==> src/char_config.svh <==
// Build constants for the character layer; the board model is fixed at compile time here
`ifndef CHAR_CONFIG_SVH
`define CHAR_CONFIG_SVH

// Board model, 0 = model A, 1 = model B
`define CHAR_MODEL_B 1

// Map RAM is 2K words of 16 bits
`define CHAR_RAM_AW 11

// hdump[8:4] value of the row-scroll read slot
`define CHAR_ROW_READ 5'd8

// Mirror bases used when the screen is flipped
`define CHAR_VFLIP_BASE 9'd223
`define CHAR_HFLIP_BASE 9'ha3

`endif

==> src/char_map_pkg.sv <==
// Map RAM word layouts; a word is read either as a tile entry or as a scroll entry
package char_map_pkg;

    // Tile entry in raw RAM layout, decoding depends on model and alt_en
    typedef struct packed {
        logic       prio;       // Priority on model B
        logic [2:0] spare;      // Not decoded
        logic [3:0] attr_raw;   // Palette bits, bit 0 is code MSB on plain model B
        logic [7:0] code;       // Tile code low byte
    } tile_entry_t;

    // Entry of the row- or column-scroll table
    typedef struct packed {
        logic       alt;        // Alternate scroll select, model B only
        logic [4:0] spare;
        logic [9:0] value;      // Column scroll uses the low 9 bits
    } scroll_entry_t;

    // The one RAM word, seen two ways
    typedef union packed {
        tile_entry_t   tile;
        scroll_entry_t scroll;
    } map_word_u;

endpackage

==> src/char_video_pkg.sv <==
// Video timing types; scan counters are 9 bits and pixels carry no palette lookup
package char_video_pkg;

    // Horizontal or vertical scan position
    typedef logic [8:0] scan_t;

    // {priority, palette[2:0], colour[2:0]}
    typedef logic [6:0] pixel_t;

    // Graphics ROM word holds one byte per colour plane
    localparam int PLANES  = 3;
    localparam int PLANE_W = 8;

endpackage

==> src/char_scroll_latch.sv <==
// Scroll capture; scan_word must lag the slot strobes by exactly one clock
`timescale 1ns/1ps
`include "char_config.svh"

module char_scroll_latch (
    input  logic                      clk,
    input  logic                      rst,
    input  logic                      row_rd,
    input  logic                      col_rd,
    input  char_video_pkg::scan_t     hdump,
    input  char_map_pkg::map_word_u   scan_word,
    output logic [9:0]                rowscr1,
    output logic [9:0]                rowscr2,
    output logic                      altscr1,
    output logic                      altscr2,
    output char_video_pkg::scan_t     colscr1,
    output char_video_pkg::scan_t     colscr2,
    output logic                      col_busy1,
    output logic                      col_busy2
);

    localparam bit MODEL_B = `CHAR_MODEL_B;

    logic row_rdl;      // Strobes one clock late
    logic col_rdl;
    logic hdump0l;      // Layer select of the word now on scan_word
    logic alt_bit;

    assign alt_bit = MODEL_B & scan_word.scroll.alt;   // Always zero on model A

    always_ff @(posedge clk or posedge rst) begin
        if (rst) begin
            row_rdl   <= 1'b0;
            col_rdl   <= 1'b0;
            hdump0l   <= 1'b0;
            rowscr1   <= '0;
            rowscr2   <= '0;
            altscr1   <= 1'b0;
            altscr2   <= 1'b0;
            colscr1   <= '0;
            colscr2   <= '0;
            col_busy1 <= 1'b0;
            col_busy2 <= 1'b0;
        end else begin
            row_rdl   <= row_rd;
            col_rdl   <= col_rd;
            hdump0l   <= hdump[0];
            col_busy1 <= col_rd & ~hdump[0];
            col_busy2 <= col_rd &  hdump[0];
            // Word valid once the strobe has been high for a clock
            if (row_rdl && row_rd) begin
                if (!hdump[3]) begin
                    rowscr1 <= scan_word.scroll.value;
                    altscr1 <= alt_bit;
                end else begin
                    rowscr2 <= scan_word.scroll.value;
                    altscr2 <= alt_bit;
                end
            end
            if (col_rdl && col_rd) begin
                if (!hdump0l) colscr1 <= scan_word.scroll.value[8:0];
                else          colscr2 <= scan_word.scroll.value[8:0];
            end
        end
    end

endmodule

==> config.mk <==
export PLATFORM = sky130hd
export DESIGN_NAME = char_scroll_latch
export DESIGN_NICKNAME = d
export VERILOG_FILES = /design/src/char_map_pkg.sv /design/src/char_video_pkg.sv /design/src/char_scroll_latch.sv
export VERILOG_INCLUDE_DIRS = /design/src
export SDC_FILE = /design/constraint.sdc
export NUM_CORES = 1
export LEC_CHECK = 0
export CAP_MARGIN = 10
export CORE_ASPECT_RATIO = 1.5
export CORE_MARGIN = 4
export CORE_UTILIZATION = 30
export CTS_BUF_LIST = sky130_fd_sc_hd__clkbuf_16
export DETAILED_ROUTE_END_ITERATION = 6
export DONT_BUFFER_PORTS = 1
export PLACE_DENSITY = 0.46
export SYNTH_ARGS = -nofsm -noshare
export SYNTH_HDL_FRONTEND = slang
export SYNTH_SLANG_ARGS = --single-unit
==> constraint.sdc <==
create_clock -name clk -period 1.6 [get_ports clk]
set_input_delay 0.08 -clock clk [delete_from_list [all_inputs] [get_ports clk]]
set_output_delay 0.08 -clock clk [all_outputs]
set_load 0.005 [all_outputs]
==> summary.md <==
| Metric | Value |
|---|---|
| DRT antenna net count | 0 |
| Number of max-slew violations in the final report | 0 |
| Final setup vio count | 0 |
| Crit path DAT | 1.30 ns |
| Post-synthesis instance area | 1720 sq um |
| DIE WIDTH | 69.8 um |
| Area of the die | 7040 sq um |
| Clock share of power | 38.1% |
| Endpoint type of the worst setup path | flip-flop |
| Gp weighted congestion | 0.669 |
| Terminating pin of the worst hold path | colscr2[4] |
| Num ports | 71 |
| Post-DP HPWL | 2570 um |
| Number of antenna violations at the first check in global routing | 0 |
| Die boundary height | 101 um |
| Worst hold path stage count | 2 |
| Layout net count | 146 |
| Slack of the worst reg-to-reg path | 0.46 ns |
| Detailed Route WL | 3600 um |
| Total via count after detailed routing | 853 |
| Kind of launch point of the worst setup path | flip-flop |
| Netlist cell types | 10 |
| Number of vias per cell after detailed routing | 4.56 |
| Std-Cell Rows | 33 |
| Remaining design rule violation count | 0 |
| Metal-1 WL | 1330 um |
| Post-synthesis compound-gate area fraction | 0% |
| Data required time at the worst endpoint | 1.76 ns |
| Total of buffers placed on input and output ports | 0 |
| Area inside the core boundary | 5530 sq um |
| Post-cts sizing count | 0 |
| CTS Buffer Depth | 2 |
| Highest fanout seen on the critical path | 11 |
| Start point of the worst hold path | col_rd |
| Number of synthesized register bits | 45 |
| Max-Slew Margin vs Limit | 79.3% |
| CTS Root Cell | clkbuf_16 |
| Detailed Routing Iterations Pass 1 | 2 |
| Pin count of the biggest net entering global routing | 19 |
| Post-route minimum period | 1.14 ns |
| Multiplexer area fraction after synthesis | 28.4% |
| Clock insertion delay at the later pin of the skew report | 0.28 ns |
| Number of buffers added for setup after CTS | 0 |
| Fraction of final layout cells sized beyond drive strength 1 | 47.0% |
| Setup TNS Final | 0 ns |
| Top routing layer in use | met4 |
| Number of hold-slack violations in the final timing report | 0 |
| Number of max-cap violations | 0 |
| Type of the tightest min-delay check | primary input to flip-flop |
| Combinational family with the most area after synthesis | multiplexers |
| Worst reg2reg path depth | 3 |
| GRT Overall Usage | 10.9% |
| TritonCTS clock tree | yes |
| Level count of the clock H-tree | 2 |
| Share of synthesized area occupied by flip-flops and latches | 65.5% |
| Hold Slack | 0.136 ns |
| Detailed-route wire length per cell | 19.2 um |
| Switching Fraction | 22.5% |
| Syn. warnings | 0 |
| Cell count after synthesis | 94 |
| Post-placement worst setup slack | 0.458 ns |
| RSZ-0062 raised after global routing | no |
| Combinational cell fraction of total power | 10.8% |
| Status | finished clean |
| Leakage | 0.000963 uW |
| WL met2 | 1990 um |
| Worst setup margin | 0.459 ns |
| CTS sink count | 45 |
| Startpoint of the lowest-slack register-to-register path | row_rdl |
| Initial core utilization | 31.1% |
| Worst setup path category | flip-flop to flip-flop |
| Xor-xnor portion of the synthesized cell area | 0% |
| Psw | 660 uW |
| Mapped Nets | 123 |
| Clk slew on worst S/H paths | 0.06 ns |
| Synthesized-area fraction occupied by adder cells | 0% |
| Iteration-0 DRC count of the detailed router | 24 |
| Tcrit/Tclk final | 71.3% |
| Achievable clock frequency | 0.876 GHz |
| Fraction of power consumed by sequential logic | 51.1% |
| Via count of the first global-routing pass | 1008 |
| Number of buffers created by CTS | 5 |
| VDD IR-drop max | 0.449 mV |
| Global route total overflow | 0 |
| Global-route wire length before repair | 5660 um |
| Routed length on met3 | 214 um |
| Synthesis-to-layout area growth | 23.9% |
| Reg-to-Reg End | rowscr2[9] |
| Mean post-synth cell area | 18.3 sq um |
| Cell internal power dissipation | 2280 uW |
| Area share of and/or/nand/nor cells after synthesis | 4.65% |
| Number of diodes | 0 |
| Worst setup skew after layout | 0.00462 ns |
| Areal power density over the cells | 1380 nW/um^2 |
| Slew of the pin with the lowest slew margin | 0.311 ns |
cells in the mapped netlist:
cell / number / area (sq um)
nor2b_1: 1 / 6.26
mux2_2: 30 / 338
inv_1: 1 / 3.75
and2_1: 1 / 6.26
buf_6: 2 / 22.5
nand3b_4: 2 / 40.0
mux2_4: 10 / 150
dfrtp_1: 45 / 1130
nand3_2: 1 / 10.0
nand3_4: 1 / 17.5
flip-flops by register name (all words and copies together) (netlist names):
register	count
hdump0l	1
col_rdl	1
col_busy2	1
col_busy1	1
rowscr2	10
altscr1	1
rowscr1	10
altscr2	1
colscr2	9
row_rdl	1
colscr1	9
cell families (layout without fill, tap and decap cells):
family / after synthesis / count (layout)
DFF: 45 / 45
muxes: 40 / 40
and+or+nand+nor: 6 / 6
buffers and inverters: 3 / 26
worst max path at each step:
stage	from	to	slack (ns)	cells after the start
global placement	row_rdl	rowscr2[9]	0.48	3
finish	row_rdl	rowscr2[9]	0.46	3
CTS	row_rdl	rowscr2[9]	0.45	3
global route	row_rdl	rowscr2[9]	0.44	3
floorplan	rst	altscr1	0.46	1
detailed placement	row_rdl	rowscr2[9]	0.46	3
power groups by stage:
stage	clock network (uW)	registers (uW)	logic, uW
4_1_cts	1150	1510	326
5_1_grt	1210	1520	354
3_5_place_dp	0	1530	285
3_3_place_gp	0	1520	271
2_1_floorplan	0	1470	244
6_report	1120	1500	317
layout by cell type (no fill, tap or decap):
cell type	instances
and2_1	1
buf_12	1
buf_4	2
bufinv_16	1
clkbuf_16	5
clkinv_2	1
dfrtp_1	45
dlygate4sd3_1	15
inv_2	1
mux2_2	30
mux2_4	10
nand3_2	1
nand3_4	1
nand3b_4	2
nor2b_1	1
cell type report:
class                      count  area (sq um)
sequential                    45          1130
inverter                       1          3.75
multi-input combinational     46           568
tap                           70          87.6
fill                         540          3400
timing repair buffer          18           185
clock inverter                 2          35.0
clock buffer                   5           125
critical path, cell delays in order, from the launching register on:
cell and delay (ns):
dfrtp_1 0.42, nand3_2 0.11, buf_12 0.16, mux2_2 0.34
repair_timing:
action	4_1_cts	5_1_grt
hold endpoints to repair	72	0
endpoints found under the setup margin	0	0
hold buffers	15	0
layer usage:
layer,up-vias,global-route usage (%)
li1,376,-
met1,442,12.1
met2,30,19.2
met3,5,3.39
met4,0,4.87
met5,-,0
metrics by stage:
stage / util, % / total power (uW) / instances / cell area [sq um]
finish: 38.5 / 2940 / 187 / 2130
floorplan: - / 1710 / 94 / 1720
global route: 38.5 / 3090 / 187 / 2130
global placement: 32.9 / 1790 / 165 / 1820
CTS: 38.5 / 2990 / 187 / 2130
detailed placement: 32.9 / 1820 / 165 / 1820
Note: power is estimated with default switching activity, not from simulation.
