**config.mk**
```make
export PLATFORM = sky130hd
export DESIGN_NAME = char_scan_decode
export DESIGN_NICKNAME = d
export VERILOG_FILES = /design/src/char_video_pkg.sv /design/src/char_scan_decode.sv
export VERILOG_INCLUDE_DIRS = /design/src
export SDC_FILE = /design/constraint.sdc
export NUM_CORES = 1
export LEC_CHECK = 0
export BUFFER_PORTS_ARGS = -buffer_cell sky130_fd_sc_hd__buf_4
export CORE_ASPECT_RATIO = 1.75
export CORE_MARGIN = 2
export CORE_UTILIZATION = 40
export CTS_CLUSTER_DIAMETER = 200
export DETAILED_ROUTE_END_ITERATION = 12
export GPL_ROUTABILITY_DRIVEN = 0
export PLACE_DENSITY_LB_ADDON = 0.05
export SLEW_MARGIN = 10
export SYNTH_ARGS = -nofsm -noshare
export SYNTH_HDL_FRONTEND = slang
export SYNTH_SLANG_ARGS = --single-unit
```
**constraint.sdc**
```tcl
create_clock -name clk -period 1.2 [get_ports clk]
set_input_delay 0.18 -clock clk [delete_from_list [all_inputs] [get_ports clk]]
set_output_delay 0.18 -clock clk [all_outputs]
set_load 0.01 [all_outputs]
```
**src/char_config.svh**
```systemverilog
// Build constants for the character layer; the board model is fixed at compile time here
`ifndef CHAR_CONFIG_SVH
`define CHAR_CONFIG_SVH

// Board model, 0 = model A, 1 = model B
`define CHAR_MODEL_B 1

// Map RAM is 2K words of 16 bits
`define CHAR_RAM_AW 11

// hdump[8:4] value of the row-scroll read slot
`define CHAR_ROW_READ 5'd8

// Mirror bases used when the screen is flipped
`define CHAR_VFLIP_BASE 9'd223
`define CHAR_HFLIP_BASE 9'ha3

`endif

```
**src/char_video_pkg.sv**
```systemverilog
// Video timing types; scan counters are 9 bits and pixels carry no palette lookup
package char_video_pkg;

    // Horizontal or vertical scan position
    typedef logic [8:0] scan_t;

    // {priority, palette[2:0], colour[2:0]}
    typedef logic [6:0] pixel_t;

    // Graphics ROM word holds one byte per colour plane
    localparam int PLANES  = 3;
    localparam int PLANE_W = 8;

endpackage

```
**src/char_scan_decode.sv**
```systemverilog
// Video address decode; flipped coordinates lag hdump/vdump by one clock, slots use raw hdump
`timescale 1ns/1ps
`include "char_config.svh"

module char_scan_decode (
    input  logic                    clk,
    input  logic                    rst,
    input  logic                    flip,
    input  char_video_pkg::scan_t   hdump,
    input  char_video_pkg::scan_t   vdump,
    input  char_video_pkg::scan_t   vrender,
    input  char_video_pkg::scan_t   scr1_hscan,
    input  char_video_pkg::scan_t   scr2_hscan,
    output logic [`CHAR_RAM_AW-1:0] scan_addr,
    output logic                    row_rd,
    output logic                    col_rd,
    output logic [2:0]              vf_row,     // Line inside the tile
    output logic                    scr_start
);

    localparam bit MODEL_B = `CHAR_MODEL_B;

    char_video_pkg::scan_t vf;          // Flipped vdump
    char_video_pkg::scan_t vfr;         // Flipped vrender, matches scroll layer timing
    char_video_pkg::scan_t hf;          // Flipped hdump
    char_video_pkg::scan_t hscan_mux;   // Column being drawn by the selected layer

    // Mirror coordinates
    always_ff @(posedge clk or posedge rst) begin
        if (rst) begin
            vf  <= '0;
            vfr <= '0;
            hf  <= '0;
        end else begin
            vf  <= flip ? `CHAR_VFLIP_BASE - vdump   : vdump;
            vfr <= flip ? `CHAR_VFLIP_BASE - vrender : vrender;
            hf  <= flip ? `CHAR_HFLIP_BASE - hdump   : hdump;
        end
    end

    assign vf_row    = vf[2:0];
    assign scr_start = hdump[8:4] == `CHAR_ROW_READ + 5'd1;   // Line start for scroll layers

    // Slot strobes
    assign row_rd = hdump[8:4] == `CHAR_ROW_READ && hdump[2:0] >= 3'd6;
    assign col_rd = hdump[2:0] < 3'd6;

    // Even hdump serves layer 1, odd serves layer 2
    assign hscan_mux = (hdump[0] ? scr2_hscan : scr1_hscan) + 9'd1;

    always_comb begin
        // Tile fetch runs two columns ahead of the shifter
        scan_addr = {vf[7:3], hf[8:3] + 6'd2};
        if (row_rd) begin
            // Row table at 0x1F, one word per tile row and layer
            scan_addr = MODEL_B ? {5'h1f, hdump[3], vfr[7:3]}
                                : {5'h1f, vfr[7:3], hdump[3]};
        end
        if (col_rd) begin
            // Column table at 0x1E
            scan_addr = MODEL_B ? {5'h1e, hdump[0], hscan_mux[8:4]}
                                : {5'h1e, hscan_mux[8:4], hdump[0]};
        end
    end

endmodule

```
==> results of run 1 <==
-- critical path: stages, from the launching register on --
cell	delay, ns
dfrtp_2	0.44
ha_4	0.19
xnor2_2	0.12
o21ai_1	0.08
o211ai_1	0.11
o31ai_2	0.09
buf_4	0.15
-- power groups by stage --
| stage | clock network (mW) | registers, mW | logic, mW |
|---|---|---|---|
| after floorplan | 0 | 0.731 | 0.282 |
| after global placement | 0 | 0.738 | 0.537 |
| after detailed placement | 0 | 0.739 | 0.550 |
| after CTS | 0.449 | 0.732 | 0.603 |
| after global routing | 0.470 | 0.743 | 0.685 |
| final | 0.438 | 0.737 | 0.627 |
-- area by class of cell --
cell class	instances	area (µm²)	area share [%]
clock buffer	4	45.04	2.147
inverter	7	26.28	1.252
multi-input combinational	90	817.0	38.94
sequential	19	476.7	22.72
tap	28	35.03	1.670
timing repair buffer	86	698.2	33.27
-- routing by layer --
| metal | track usage [%] | vias to the layer above | part of all wire [%] |
|---|---|---|---|
| li1 | - | 599 | - |
| met1 | 20.86 | 559 | 34 |
| met2 | 42.36 | 42 | 59 |
| met3 | 2.326 | 9 | 4.3 |
| met4 | 9.429 | 0 | 2.7 |
| met5 | 0 | - | 0 |
-- through the flow --
| step | instance area, µm² | std cells | util [%] | TNS, ns |
|---|---|---|---|---|
| 4_1_cts | 2051 | 233 | 70.04 | -3.905 |
| 6_report | 2098 | 234 | 71.67 | -4.114 |
| 5_1_grt | 2098 | 234 | 71.67 | -4.751 |
| 2_1_floorplan | 1289 | 124 | - | -0.7952 |
| 3_3_place_gp | 1882 | 224 | 64.27 | -4.202 |
| 3_5_place_dp | 1882 | 224 | 64.27 | -4.479 |
-- registers in the layout, summed over array words and instances (netlist names) --
name	cells
vf	8
hf	6
vfr	5
-- what timing repair did --
action / in CTS / in global routing
resized for setup: 21 / 9
endpoints found under the setup margin: 13 / 13
pin swaps: 12 / 9
setup buffers: 4 / 1
hold buffers: 1 / 0
hold endpoints to repair: 19 / 0
-- path summary, 6_finish.rpt --
| check | endpoint | start | slack, ns |
|---|---|---|---|
| setup / recovery | scan_addr[3] | hf[4] | -0.42 |
| hold / removal | vfr[5] | vrender[5] | 0.04 |
| min in group asynchronous | hf[5] | rst | 0.50 |
| max in group asynchronous | hf[4] | rst | 0.49 |
-- Yosys cell counts, types with 2 or more instances --
library cell / n / share of area [%]
nand3_1: 4 / 1.6
o21ai_0: 4 / 1.6
xor2_1: 7 / 4.9
or3_1: 4 / 2.0
inv_1: 7 / 2.1
buf_4: 3 / 1.8
dfrtp_1: 19 / 38
mux2_2: 2 / 1.8
o31ai_1: 3 / 1.8
o211ai_1: 2 / 1.2
a21oi_1: 3 / 1.2
buf_2: 3 / 1.2
nand4_1: 2 / 1.0
xnor2_1: 11 / 7.7
nor4_1: 2 / 1.0
nand2b_1: 2 / 1.0
ha_1: 4 / 4.0
nor2_1: 6 / 1.8
mux2i_1: 7 / 5.6
nand2_1: 6 / 1.8
-- cells by family after synthesis --
| group | after synthesis |
|---|---|
| and+or+nand+nor | 37 |
| AOI/OAI and AO/OA | 21 |
| DFF | 19 |
| xor gates and xnor gates | 18 |
| buffers and inverters | 15 |
| muxes | 10 |
| adders and majority gates | 4 |
==> out/summary.txt, run 1 <==
Clk network pwr share -> 24.3%
Comb pwr share -> 34.8%
layout cell share with drive strength beyond 1 -> 56.31%
final hold viol count -> 0
DR vias/cell -> 5.167
Final period util -> 135.1%
hold crit path type -> in2reg
CTS clk-pin slew, worst paths -> 0.07 ns
P_sw -> 495.9 µW
Tightest Pin Transition -> 0.4411 ns
fill count -> 232
final WL -> 3.358 mm
CP startpoint kind -> flip-flop
final net count -> 259
post-route ant nets -> 0
DRC -> 0
Place WS -> -0.4231 ns
failing checks -> setup timing
Seq pwr share -> 40.9%
Worst Path Arrival -> 1.44 ns
sequential area share after synthesis -> 38.23%
Synth Area per Inst -> 10.03 µm²
post-route setup slack -> -0.4212 ns
Final HPWL DP -> 2.648 mm
row cnt -> 26
die width -> 46.15 µm
DRT Pass-1 Iters -> 4
largest family of logic cells by synthesized area -> simple AND/OR/NAND/NOR gates
CP endpoint kind -> output pin
Synth cell types -> 43
Setup CP Type -> reg2out
TritonCTS clock tree -> built
starting density of the core -> 42.48%
maximum VDD drop -> 0.8162 mV
WP data required -> 1.02 ns
final hold slack -> 0.03820 ns
core outline area -> 2928 µm²
io pins -> 65
Syn-to-layout area delta -> 68.71%
antenna violations before repair -> 0
EDFF count, synth -> 0
Buffers on Ports -> 59
die area -> 3589 µm²
Switching Fraction -> 27.52%
final count of pins violating max slew -> 0
Power Internal -> 1.306 mW
Period minus WS final -> 1.621 ns
complex-gate fraction of the synthesized area -> 11.87%
H-tree depth -> 1
largest net degree at the start of global routing -> 20
Max-cap violations -> 0
final setup violation count -> 13
Simple-Gate Fraction of Synth Area -> 18.31%
CTS Buffer Depth -> 2
number of synthesized register bits -> 19
first-pass GRT wire length -> 5.865 mm
Synth async-reset ratio -> 100.0%
mux contribution to synthesized area -> 8.551%
die height -> 77.77 µm
hold path cells -> 1
total gr overflow -> 0
WL/cell -> 14.35 µm
commonest non-fill, non-tap cell in the layout -> buf_4
total number of vias -> 1209
main flop type after synthesis -> dfrtp_1
Starting DRT DRC Count -> 19
Synth Area in Adders -> 4.024%
unrepaired setup endpoints after global routing -> yes
CTS buffer count -> 3
Root Buffer -> clkbuf_8
Total GRT Usage -> 21.92%
antenna cells -> 0
YS warnings -> 0
LEAKAGE -> 1.013 nW
Max Fclk -> 616.8 MHz
CP max FO -> 3
status -> finished, violations left
vias in the first global route -> 1380
clock sink total -> 19
Synthesized Nets -> 176
Slew headroom -> 70.33%
PD cells -> 858.6 nW/µm²
commonest cells after routing, fill and taps aside -> buf_4 (76), dfrtp_1 (18), xnor2_1 (9)
Post-Synth XOR/XNOR Area -> 12.68%
Mapped Area -> 1244 µm²
Mapped Cells -> 124
Design Power -> 1.802 mW
(Power assumes the default switching activity.)
==> run 2, diff against run 1 <==
--- a/config.mk
+++ b/config.mk
@@ -9,7 +9,7 @@
 export BUFFER_PORTS_ARGS = -buffer_cell sky130_fd_sc_hd__buf_4
 export CORE_ASPECT_RATIO = 1.75
 export CORE_MARGIN = 2
-export CORE_UTILIZATION = 40
+export CORE_UTILIZATION = 48
 export CTS_CLUSTER_DIAMETER = 200
 export DETAILED_ROUTE_END_ITERATION = 12
 export GPL_ROUTABILITY_DRIVEN = 0
==> constraint.sdc (replaced) <==
create_clock -name clk -period 1.9 [get_ports clk]
set_input_delay 0.285 -clock clk [delete_from_list [all_inputs] [get_ports clk]]
set_output_delay 0.285 -clock clk [all_outputs]
set_load 0.01 [all_outputs]
==> run 2 against run 1 <==
Against the previous run:
- the run now ends clean
- sequential share of layout area up 4.0 points
- combinational power shrank 50%
- routed wire length fell by 12%
- utilization fell by 0.23 points
==> out/summary.txt, run 2 (synthesis results as in run 1) <==
status -> finished clean
Total GRT Usage -> 21.80%
WL/cell -> 13.99 µm
CP max FO -> 5
final setup violation count -> 0
Top reg by flops -> vf
LEAKAGE -> 0.8739 nW
Final HPWL DP -> 2.440 mm
Starting DRT DRC Count -> 9
final core utilization -> 71.44%
WP data required -> 1.62 ns
Tightest Pin Transition -> 0.7023 ns
starting density of the core -> 49.90%
CP startpoint kind -> input port
Period minus WS final -> 1.832 ns
CTS Buffer Depth -> 2
layout cell share with drive strength beyond 1 -> 43.78%
footprint of the multi-input gates -> 711.9 µm²
die height -> 71.34 µm
CP cell instances -> buf_4 > or4b_4 > o21ai_0 > o211ai_1 > o31ai_1 > buf_4
Largest regs -> vf: 8 flops, hf: 6 flops, vfr: 5 flops
setup_tns -> 0 ns
Setup CP Type -> in2out
total gr overflow -> 0
post-route setup slack -> 0.06806 ns
CTS buffer count -> 3
TritonCTS clock tree -> built
final hold slack -> 0.1394 ns
Buffers on Ports -> 59
CTS clk-pin slew, worst paths -> 0.07 ns
antenna violations before repair -> 0
row cnt -> 24
commonest cells after routing, fill and taps aside -> buf_4 (65), dfrtp_1 (19), xnor2_1 (10)
unrepaired setup endpoints after global routing -> no
slowest CP cell -> or4b_4
final WL -> 2.952 mm
final net count -> 238
Max-cap violations -> 0
die area -> 3030 µm²
total area of sequential cells -> 475.5 µm²
commonest non-fill, non-tap cell in the layout -> buf_4
Final period util -> 96.42%
number of flip-flops in the largest register -> 8
vias in the first global route -> 1223
Max Fclk -> 545.9 MHz
final count of pins violating max slew -> 0
PD cells -> 592.5 nW/µm²
DR vias/cell -> 5.408
Place WS -> 0.07042 ns
hold crit path type -> in2async
Root Buffer -> clkbuf_8
first-pass GRT wire length -> 5.147 mm
final hold viol count -> 0
total number of vias -> 1141
maximum VDD drop -> 0.4896 mV
Worst Path Arrival -> 1.55 ns
CP endpoint kind -> output pin
H-tree depth -> 1
largest net degree at the start of global routing -> 20
die width -> 42.48 µm
clock sink total -> 19
most frequent cell on the critical path -> buf_4
DRT Pass-1 Iters -> 4
DRC -> 0
slowest cell delay on critical path -> 0.59 ns
fill count -> 214
hold_buf cts -> 0
core outline area -> 2492 µm²
Slew headroom -> 53.13%
post-route ant nets -> 0
antenna cells -> 0
Syn-to-layout area delta -> 43.16%
io pins -> 65
## run 2: cell count changes in the layout (fill, tap and decap cells not counted), sizes merged
| cell | before | now |
|---|---|---|
| buf | 85 | 65 |
| clkbuf | 4 | 3 |
| clkinv | 0 | 1 |
| dlygate4sd3 | 1 | 0 |
## run 2: layout make-up
class	count	area share, %
clock buffer	3	2.319
tap	26	1.827
multi-input combinational	90	39.99
clock inverter	1	0.2811
timing repair buffer	65	27.41
sequential	19	26.70
inverter	7	1.476
## run 2: timing repair
action                                  CTS  global route
setup buffers                             0             1
endpoints found under the setup margin    0             2
gates resized for setup                   0             4
## run 2: how the worst max path moves through the flow
| stage | start | endpoint | slack, ns |
|---|---|---|---|
| after global routing | hf[4] | scan_addr[5] | 0.001 |
| after detailed placement | hdump[8] | scan_addr[3] | 0.07 |
| after floorplan | hdump[8] | scan_addr[4] | 0.17 |
| after CTS | hdump[8] | scan_addr[4] | 0.07 |
| after global placement | hdump[8] | scan_addr[4] | 0.04 |
| final | hdump[8] | scan_addr[3] | 0.07 |
## run 2: worst max-delay path: cells and delay by family
kind                   cells  cell delay [ns]
AOI/OAI and AO/OA          3             0.38
buffers and inverters      2             0.29
and+or+nand+nor            1             0.59
## run 2: per-layer routing
layer	wire length [µm]	GRT usage, %
met5	0	0
met2	1734	39.83
met1	1029	23.24
met3	136	5.038
met4	52	9.375
## run 2: per-stage QoR
step	area, µm²	total power [mW]	cells
after global routing	1780	1.124	211
after detailed placement	1704	0.7767	206
final	1780	1.055	211
after floorplan	1244	0.6286	124
after CTS	1750	1.057	210
after global placement	1704	0.7634	206
## run 2: power by group
part / leakage, nW / internal (mW) / switching [mW]
logic: 0.627 / 0.173 / 0.140
registers: 0.222 / 0.443 / 0.0175
clock network: 0.0255 / 0.146 / 0.135
total: 0.874 / 0.762 / 0.293
