File: config.mk
export PLATFORM = sky130hd
export DESIGN_NAME = char_pixel_shift
export DESIGN_NICKNAME = d
export VERILOG_FILES = /design/src/char_map_pkg.sv /design/src/char_video_pkg.sv /design/src/char_pixel_shift.sv
export VERILOG_INCLUDE_DIRS = /design/src
export SDC_FILE = /design/constraint.sdc
export NUM_CORES = 1
export LEC_CHECK = 0
export ABC_AREA = 1
export ABC_CLOCK_PERIOD_IN_PS = 1300
export BUFFER_PORTS_ARGS = -buffer_cell sky130_fd_sc_hd__buf_2
export CAP_MARGIN = 30
export CORE_MARGIN = 2
export CORE_UTILIZATION = 50
export DETAILED_ROUTE_END_ITERATION = 10
export GPL_ROUTABILITY_DRIVEN = 0
export PLACE_DENSITY_LB_ADDON = 0.12
export SLEW_MARGIN = 20
export SYNTH_ARGS = -nofsm -noshare
export SYNTH_HDL_FRONTEND = slang
export SYNTH_SLANG_ARGS = --single-unit
File: constraint.sdc
create_clock -name clk -period 1.3 [get_ports clk]
set_input_delay 0.13 -clock clk [delete_from_list [all_inputs] [get_ports clk]]
set_output_delay 0.13 -clock clk [all_outputs]
set_load 0.02 [all_outputs]
File: src/char_config.svh
// Build constants for the character layer; the board model is fixed at compile time here
`ifndef CHAR_CONFIG_SVH
`define CHAR_CONFIG_SVH

// Board model, 0 = model A, 1 = model B
`define CHAR_MODEL_B 1

// Map RAM is 2K words of 16 bits
`define CHAR_RAM_AW 11

// hdump[8:4] value of the row-scroll read slot
`define CHAR_ROW_READ 5'd8

// Mirror bases used when the screen is flipped
`define CHAR_VFLIP_BASE 9'd223
`define CHAR_HFLIP_BASE 9'ha3

`endif

File: src/char_map_pkg.sv
// Map RAM word layouts; a word is read either as a tile entry or as a scroll entry
package char_map_pkg;

    // Tile entry in raw RAM layout, decoding depends on model and alt_en
    typedef struct packed {
        logic       prio;       // Priority on model B
        logic [2:0] spare;      // Not decoded
        logic [3:0] attr_raw;   // Palette bits, bit 0 is code MSB on plain model B
        logic [7:0] code;       // Tile code low byte
    } tile_entry_t;

    // Entry of the row- or column-scroll table
    typedef struct packed {
        logic       alt;        // Alternate scroll select, model B only
        logic [4:0] spare;
        logic [9:0] value;      // Column scroll uses the low 9 bits
    } scroll_entry_t;

    // The one RAM word, seen two ways
    typedef union packed {
        tile_entry_t   tile;
        scroll_entry_t scroll;
    } map_word_u;

endpackage

File: src/char_video_pkg.sv
// Video timing types; scan counters are 9 bits and pixels carry no palette lookup
package char_video_pkg;

    // Horizontal or vertical scan position
    typedef logic [8:0] scan_t;

    // {priority, palette[2:0], colour[2:0]}
    typedef logic [6:0] pixel_t;

    // Graphics ROM word holds one byte per colour plane
    localparam int PLANES  = 3;
    localparam int PLANE_W = 8;

endpackage

File: src/char_pixel_shift.sv
// Pixel shifter; char_data must be valid on the pxl_cen where hdump[2:0] is 7
`timescale 1ns/1ps
`include "char_config.svh"

module char_pixel_shift (
    input  logic                    clk,
    input  logic                    rst,
    input  logic                    pxl_cen,
    input  char_video_pkg::scan_t   hdump,
    input  logic                    flip,
    input  logic                    alt_en,     // Alternate model B encoding
    input  logic [2:0]              vf_row,
    input  char_map_pkg::map_word_u scan_word,
    input  logic [char_video_pkg::PLANES*char_video_pkg::PLANE_W-1:0] char_data,
    output logic [12:0]             char_addr,
    output char_video_pkg::pixel_t  pxl
);

    localparam bit MODEL_B = `CHAR_MODEL_B;
    localparam int NP      = char_video_pkg::PLANES;
    localparam int PW      = char_video_pkg::PLANE_W;

    char_map_pkg::tile_entry_t tile;
    logic [8:0]            code;
    logic [8:0]            code_next;
    logic [3:0]            attr_next;
    logic [3:0]            attr0;      // Attribute of the tile being fetched
    logic [3:0]            attr;       // Attribute of the tile on screen
    logic [NP-1:0][PW-1:0] planes;
    logic [NP-1:0]         colour;

    assign tile      = scan_word.tile;
    assign char_addr = {code, vf_row, 1'b0};   // Even half of the ROM line

    // Tile entry decode
    always_comb begin
        if (MODEL_B && !alt_en) begin
            code_next = {tile.attr_raw[0], tile.code};   // 512 tiles
        end else begin
            code_next = {1'b0, tile.code};
        end
        if (!MODEL_B) begin
            attr_next = tile.attr_raw;
        end else if (alt_en) begin
            attr_next = {tile.prio, tile.attr_raw[2:0]};
        end else begin
            attr_next = {tile.prio, tile.attr_raw[3:1]};
        end
    end

    // Leading bit of each plane, MSB normally and LSB when flipped
    always_comb begin
        for (int p = 0; p < NP; p++) begin
            colour[p] = flip ? planes[p][0] : planes[p][PW-1];
        end
    end

    assign pxl = {attr, colour};

    always_ff @(posedge clk or posedge rst) begin
        if (rst) begin
            code   <= '0;
            attr0  <= '0;
            attr   <= '0;
            planes <= '0;
        end else if (pxl_cen) begin
            if (hdump[2:0] == 3'd7) begin
                // Tile boundary
                code   <= code_next;
                planes <= char_data;
                attr0  <= attr_next;
                attr   <= attr0;
            end else begin
                for (int p = 0; p < NP; p++) begin
                    planes[p] <= flip ? planes[p] >> 1 : planes[p] << 1;
                end
            end
        end
    end

endmodule

==> impl_metrics.yaml, run 1 <==
synth:
  yosys-top-cells-area: "dfrtp_1 45%, nand2_1 26%, nand3_1 9.4%"
  syn_inst: 326
  yosys_warnings: 0
  yosysTopAreaCellShare_pct: 44.9
  synth_area_um2: 2290
  syn_nets: 383
  yosysTopAreaCell: "dfrtp_1"
  synth_cell_types: 17
  syn_area_per_cell_um2: 7.02
  yosysSeqAreaShare_pct: 44.9
  synth-seq-cells: 41
worst_setup_path:
  critPathBufInv: 1
  end_kind: "output pin"
  worstPathCellList: "nand2_1 > nand2_1 > buf_2"
  worstSetupPathType: "reg2out"
  crit_slowest_cell: "dfrtp_1"
  start_kind: "register"
  cp.required_ns: 1.17
  ff2ff_path_depth: 4
  crit_cells: 3
  r2r_start: "planes[21]$_DFFE_PP0P_"
  worstPathArrival_ns: 0.97
  max_stage_delay_ns: 0.39
  cp_common_cell: "nand2_1"
  timing.rr.end: "planes[20]$_DFFE_PP0P_"
  crit_fanout: 3
  crit_family: "flip-flops"
  reg2reg_slack_ns: 0.52
global_routing:
  grt_use_total_pct: 21.0
  gr-total-overflow: 0
  grtUsageMet2_pct: 32.9
  grt_pass1_vias: 2017
  use_met1_pct: 28.3
  top_usage_layer: "met2"
  antenna_found_initial: 0
  grt_max_degree: 42
  met3_usage_pct: 5.34
  grt_pass1_wl_mm: 8.62
floorplanning:
  fp-row-count: 24
  core_um2: 4380
  fp.dieH_um: 71.6
  die-width_um: 71.6
  io_pins: 77
  dieArea_um2: 5130
  initial_core_util_pct: 52.2
outcome:
  outcome: "finished, final reports clean"
clocking:
  clkLatencyLatePin_ns: 0.29
  cts_max_path_buffers: 2
  post_cts_resized: 0
  cts_made_buffers: 5
  cts_tree: "built"
  ctsHtreeMaxLevel: 2
  postCtsSetupRepairBufs: 0
  clkSinkCount: 41
  clk_pin_slew_ns: 0.08
  clock-root-buffer: "clkbuf_8"
final_layout:
  syn_to_final_growth_pct: 20.1
  layout.nets: 438
  drive_gt1_share_pct: 22.0
  diodes: 0
placement:
  dp_slack_ns: 0.276
  hpwl_mm: 3.44
  io_buffers: 60
power_and_ir_drop:
  swShare_pct: 30.5
  power.leakage_nw: 1.63
  vdd_drop_max_mv: 0.692
  combPwrFrac_pct: 23.3
  p_switching_mw: 1.07
  powerDensity_nw_per_um2: 1280
  intPower_mw: 2.45
  clkPwrFrac_pct: 30.0
  p_seq_share_pct: 46.8
timing:
  whs_ns: 0.0352
  setup_violations: 0
  slew_viol_final: 0
  finalHoldViolations: 0
  rsz0062_at_grt: "no"
  worst_clock_skew_ns: 0.00613
  worst_slack_ns: 0.202
  period_share_pct: 84.5
  fmax_mhz: 910
  tns_ns: 0
  period_minus_slack_ns: 1.10
route:
  drt_iter0_drc: 98
  vias: 2146
  drc: 0
  routed_wl_mm: 5.01
  ant_nets: 0
  first_pass_iters: 4
  wire_per_inst_um: 11.5
  vias_per_cell: 4.94
worst_hold_path:
  worstHoldStart: "scan_word[5]"
  hold_depth: 3
  hp-class: "in2reg"
  hold_end: "code[5]$_DFFE_PP0P_"
flow_run:
  cap_violations: 0
[cell usage after synthesis]
library cell    n
nand2_1       158
nand3_1        43
dfrtp_1        41
inv_1          30
nand4_1        18
buf_4           8
buf_2           7
o21ai_0         6
clkbuf_1        5
buf_1           2
buf_6           2
conb_1          1
inv_2           1
inv_4           1
nand2_4         1
nand3_4         1
nor2_4          1
[power by group through the flow]
stage / registers (mW) / logic, mW / clock network [mW]
after global placement: 1.66 / 0.811 / 0
after detailed placement: 1.67 / 0.827 / 0
after floorplan: 1.74 / 0.477 / 0
after CTS: 1.65 / 0.830 / 1.08
after global routing: 1.68 / 0.931 / 1.14
final: 1.65 / 0.819 / 1.06
[final cells by class]
type,count,area [um^2]
inverters,32,123
fillers,416,1640
repair buffers,72,418
clock buffers,6,82.6
multi-input cells,229,995
well taps,52,65.1
clock inverters,2,37.5
flip-flops and latches,41,1030
[stage by stage]
stage                     area (um^2)  util (%)  instances  total power [mW]
after floorplan                  2290         -        326              2.22
after global placement           2620      59.7        425              2.48
after detailed placement         2620      59.7        425              2.50
after CTS                        2750      62.6        434              3.55
after global routing             2750      62.6        434              3.75
final                            2750      62.6        434              3.52
[layer usage]
| metal | share of wire, % | vias to the layer above |
|---|---|---|
| li1 | - | 1121 |
| met1 | 48 | 958 |
| met2 | 44 | 62 |
| met3 | 6.7 | 5 |
| met4 | 1.2 | 0 |
| met5 | 0 | - |
[kinds of logic (layout without fill, tap and decap cells)]
kind of cell,Yosys count,count (layout),synth area share [%]
flip-flops,41,41,44.9
AND/OR/NAND/NOR,222,222,42.0
other,1,1,0.164
buffers and inverters,56,112,11.7
AO/OA/AOI/OAI,6,6,1.31
[sequential cells by signal (all words and copies together) (netlist names)]
| signal | flops |
|---|---|
| code | 9 |
| planes | 24 |
| attr0 | 4 |
| attr | 4 |
[how the worst max path moves through the flow]
| stage | start | end | slack [ns] |
|---|---|---|---|
| after detailed placement | flip | pxl[2] | 0.28 |
| final | planes[16]$_DFFE_PP0P_ | pxl[2] | 0.20 |
| after global placement | flip | pxl[2] | 0.27 |
| after floorplan | rst | attr0[0]$_DFFE_PP0P_ | 0.22 |
| after CTS | planes[16]$_DFFE_PP0P_ | pxl[2] | 0.19 |
| after global routing | planes[16]$_DFFE_PP0P_ | pxl[2] | 0.13 |
[worst reg2reg max path: cells and delay by family (launching register included)]
family	cells	cell delay [ns]
simple gates	4	0.27
flops	1	0.41
[cells in the final DEF (no fill, tap or decap), types with 2 or more instances in the layout]
master      n
buf_12      2
nand4_1    18
dfrtp_1    41
nand3_1    43
buf_2      60
clkbuf_8    6
o21ai_0     6
inv_1      30
nand2_1   158
buf_4       9
[timing repair]
| action | in CTS | in global routing |
|---|---|---|
| hold buffers | 1 | 0 |
| endpoints found under the hold margin | 41 | 0 |
| setup endpoints to repair | 0 | 0 |
No activity file was read; power rests on OpenSTA's default activity.
==> run 2, diff against run 1 <==
Settings changed: ABC_CLOCK_PERIOD_IN_PS 1300 to 950, CORE_UTILIZATION 50 to 45.
Clock period 1.3 ns to 0.95 ns, I/O delays scaled along.
==> impl_metrics.yaml, run 2 (same netlist as run 1, synthesis figures left out) <==
floorplanning:
  die-width_um: 75.3
  dieArea_um2: 5670
  core_um2: 4820
  fp.dieH_um: 75.3
  io_pins: 77
  initial_core_util_pct: 47.5
  fp-row-count: 25
global_routing:
  grt_pass1_wl_mm: 9.56
  grt_pass1_vias: 2145
  gr-total-overflow: 0
  grt_use_total_pct: 22.0
  antenna_found_initial: 0
  grt_max_degree: 36
final_layout:
  syn_to_final_growth_pct: 34.0
  finalNonFillerCells: 467
  layout.nets: 456
  largest-register: "planes"
  ff_latch_area_um2: 1030
  multi_input_area_um2: 1000
  drive_gt1_share_pct: 24.3
  fin_area_um2: 3070
  reg_top3: "planes x24, code x9"
  largest_reg_flops: 24
  n_fill_cell: 457
  mostFrequentLayoutCells: "156 x nand2_1, 44 x buf_2, 43 x nand3_1"
  diodes: 0
  final_common_cell: "nand2_1"
  utilization_pct: 63.6
worst_setup_path:
  cp.required_ns: 0.85
  reg2reg_slack_ns: 0.06
  end_kind: "output pin"
  worstSetupPathType: "reg2out"
  crit_fanout: 2
  critPathLaunch: "planes[23]$_DFFE_PP0P_"
  ff2ff_path_depth: 4
  r2r_start: "code[5]$_DFFE_PP0P_"
  start_kind: "register"
  worstPathArrival_ns: 0.96
  timing.rr.end: "code[5]$_DFFE_PP0P_"
  crit_path_end: "pxl[2]"
timing:
  worst_clock_skew_ns: 0.00427
  finalHoldViolations: 0
  period_share_pct: 111
  setup_violations: 4
  worst_slack_ns: -0.103
  period_minus_slack_ns: 1.05
  rsz0062_at_grt: "yes"
  fmax_mhz: 950
  slew_viol_final: 0
clocking:
  cts_max_path_buffers: 2
  clk_pin_slew_ns: 0.08
  clock-root-buffer: "clkbuf_8"
  cts_made_buffers: 5
  ctsHtreeMaxLevel: 2
  clkLatencyLatePin_ns: 0.29
  clkSinkCount: 41
  cts_tree: "built"
outcome:
  violations: "negative setup slack"
  outcome: "complete, but fails checks"
route:
  routed_wl_mm: 5.74
  vias: 2283
  drt_iter0_drc: 144
  vias_per_cell: 4.89
  wire_per_inst_um: 12.3
  first_pass_iters: 4
  drc: 0
  ant_nets: 0
placement:
  post_dp_cell_area_um2: 2680
  placedCellCount: 441
  io_buffers: 60
  hpwl_mm: 3.71
power_and_ir_drop:
  vdd_drop_max_mv: 1.01
  power.leakage_nw: 1.74
  powerDensity_nw_per_um2: 1680
  power.total_mw: 5.16
worst_hold_path:
  hp-class: "in2reg"
  hold_depth: 3
flow_run:
  cap_violations: 0
run 2: timing repair:
action / CTS / global route
pin swaps: 4 / 2
endpoints found under the setup margin: 11 / 17
setup buffers: 4 / 5
endpoints found under the hold margin: 49 / 0
hold buffers: 9 / 0
gates resized for setup: 21 / 14
run 2: how the worst min path moves through the flow:
stage / start / endpoint / slack, ns
global placement: rst / code[3]$_DFFE_PP0P_ / 0.02
detailed placement: rst / code[1]$_DFFE_PP0P_ / 0.02
floorplan: rst / attr0[0]$_DFFE_PP0P_ / 0.08
finish: scan_word[2] / code[2]$_DFFE_PP0P_ / 0.01
global route: scan_word[2] / code[2]$_DFFE_PP0P_ / 0.02
CTS: scan_word[2] / code[2]$_DFFE_PP0P_ / 0.002
run 2: worst max-delay path, stage by stage (launching register included):
cell and delay, ns:
dfrtp_1 0.39, nand2_1 0.08, nand2_2 0.06, buf_6 0.12
run 2: where the power goes:
| group | leakage [nW] | internal (mW) | total (mW) | switching (mW) |
|---|---|---|---|---|
| Sequential | 0.523 | 2.05 | 2.28 | 0.229 |
| Combinational | 1.16 | 0.709 | 1.45 | 0.741 |
| Clock | 0.0543 | 0.786 | 1.42 | 0.636 |
run 2: layout make-up:
class                           count  share of cell area [%]
Timing Repair Buffer               90                    23.3
Inverter                           32                    4.12
Clock inverter                      3                    1.51
Tap cell                           67                    2.73
Multi-Input combinational cell    229                    32.6
Sequential cell                    41                    33.5
Clock buffer                        5                    2.24
run 2: through the flow:
step / TNS, ns / hold WS, ns / setup slack [ns]
global route: -0.561 / 0.0188 / -0.158
floorplan: 0 / 0.0802 / 0.0742
finish: -0.290 / 0.0126 / -0.103
detailed placement: 0 / 0.0216 / 0.0190
global placement: 0 / 0.0207 / 0.0424
CTS: -0.310 / 0.00189 / -0.121
run 2: per-layer routing:
layer  global-route usage [%]  part of all wire, %
met5                        0                    0
met4                     5.85                 0.38
met3                     4.76                  4.7
met2                     38.6                   51
met1                     27.5                   44
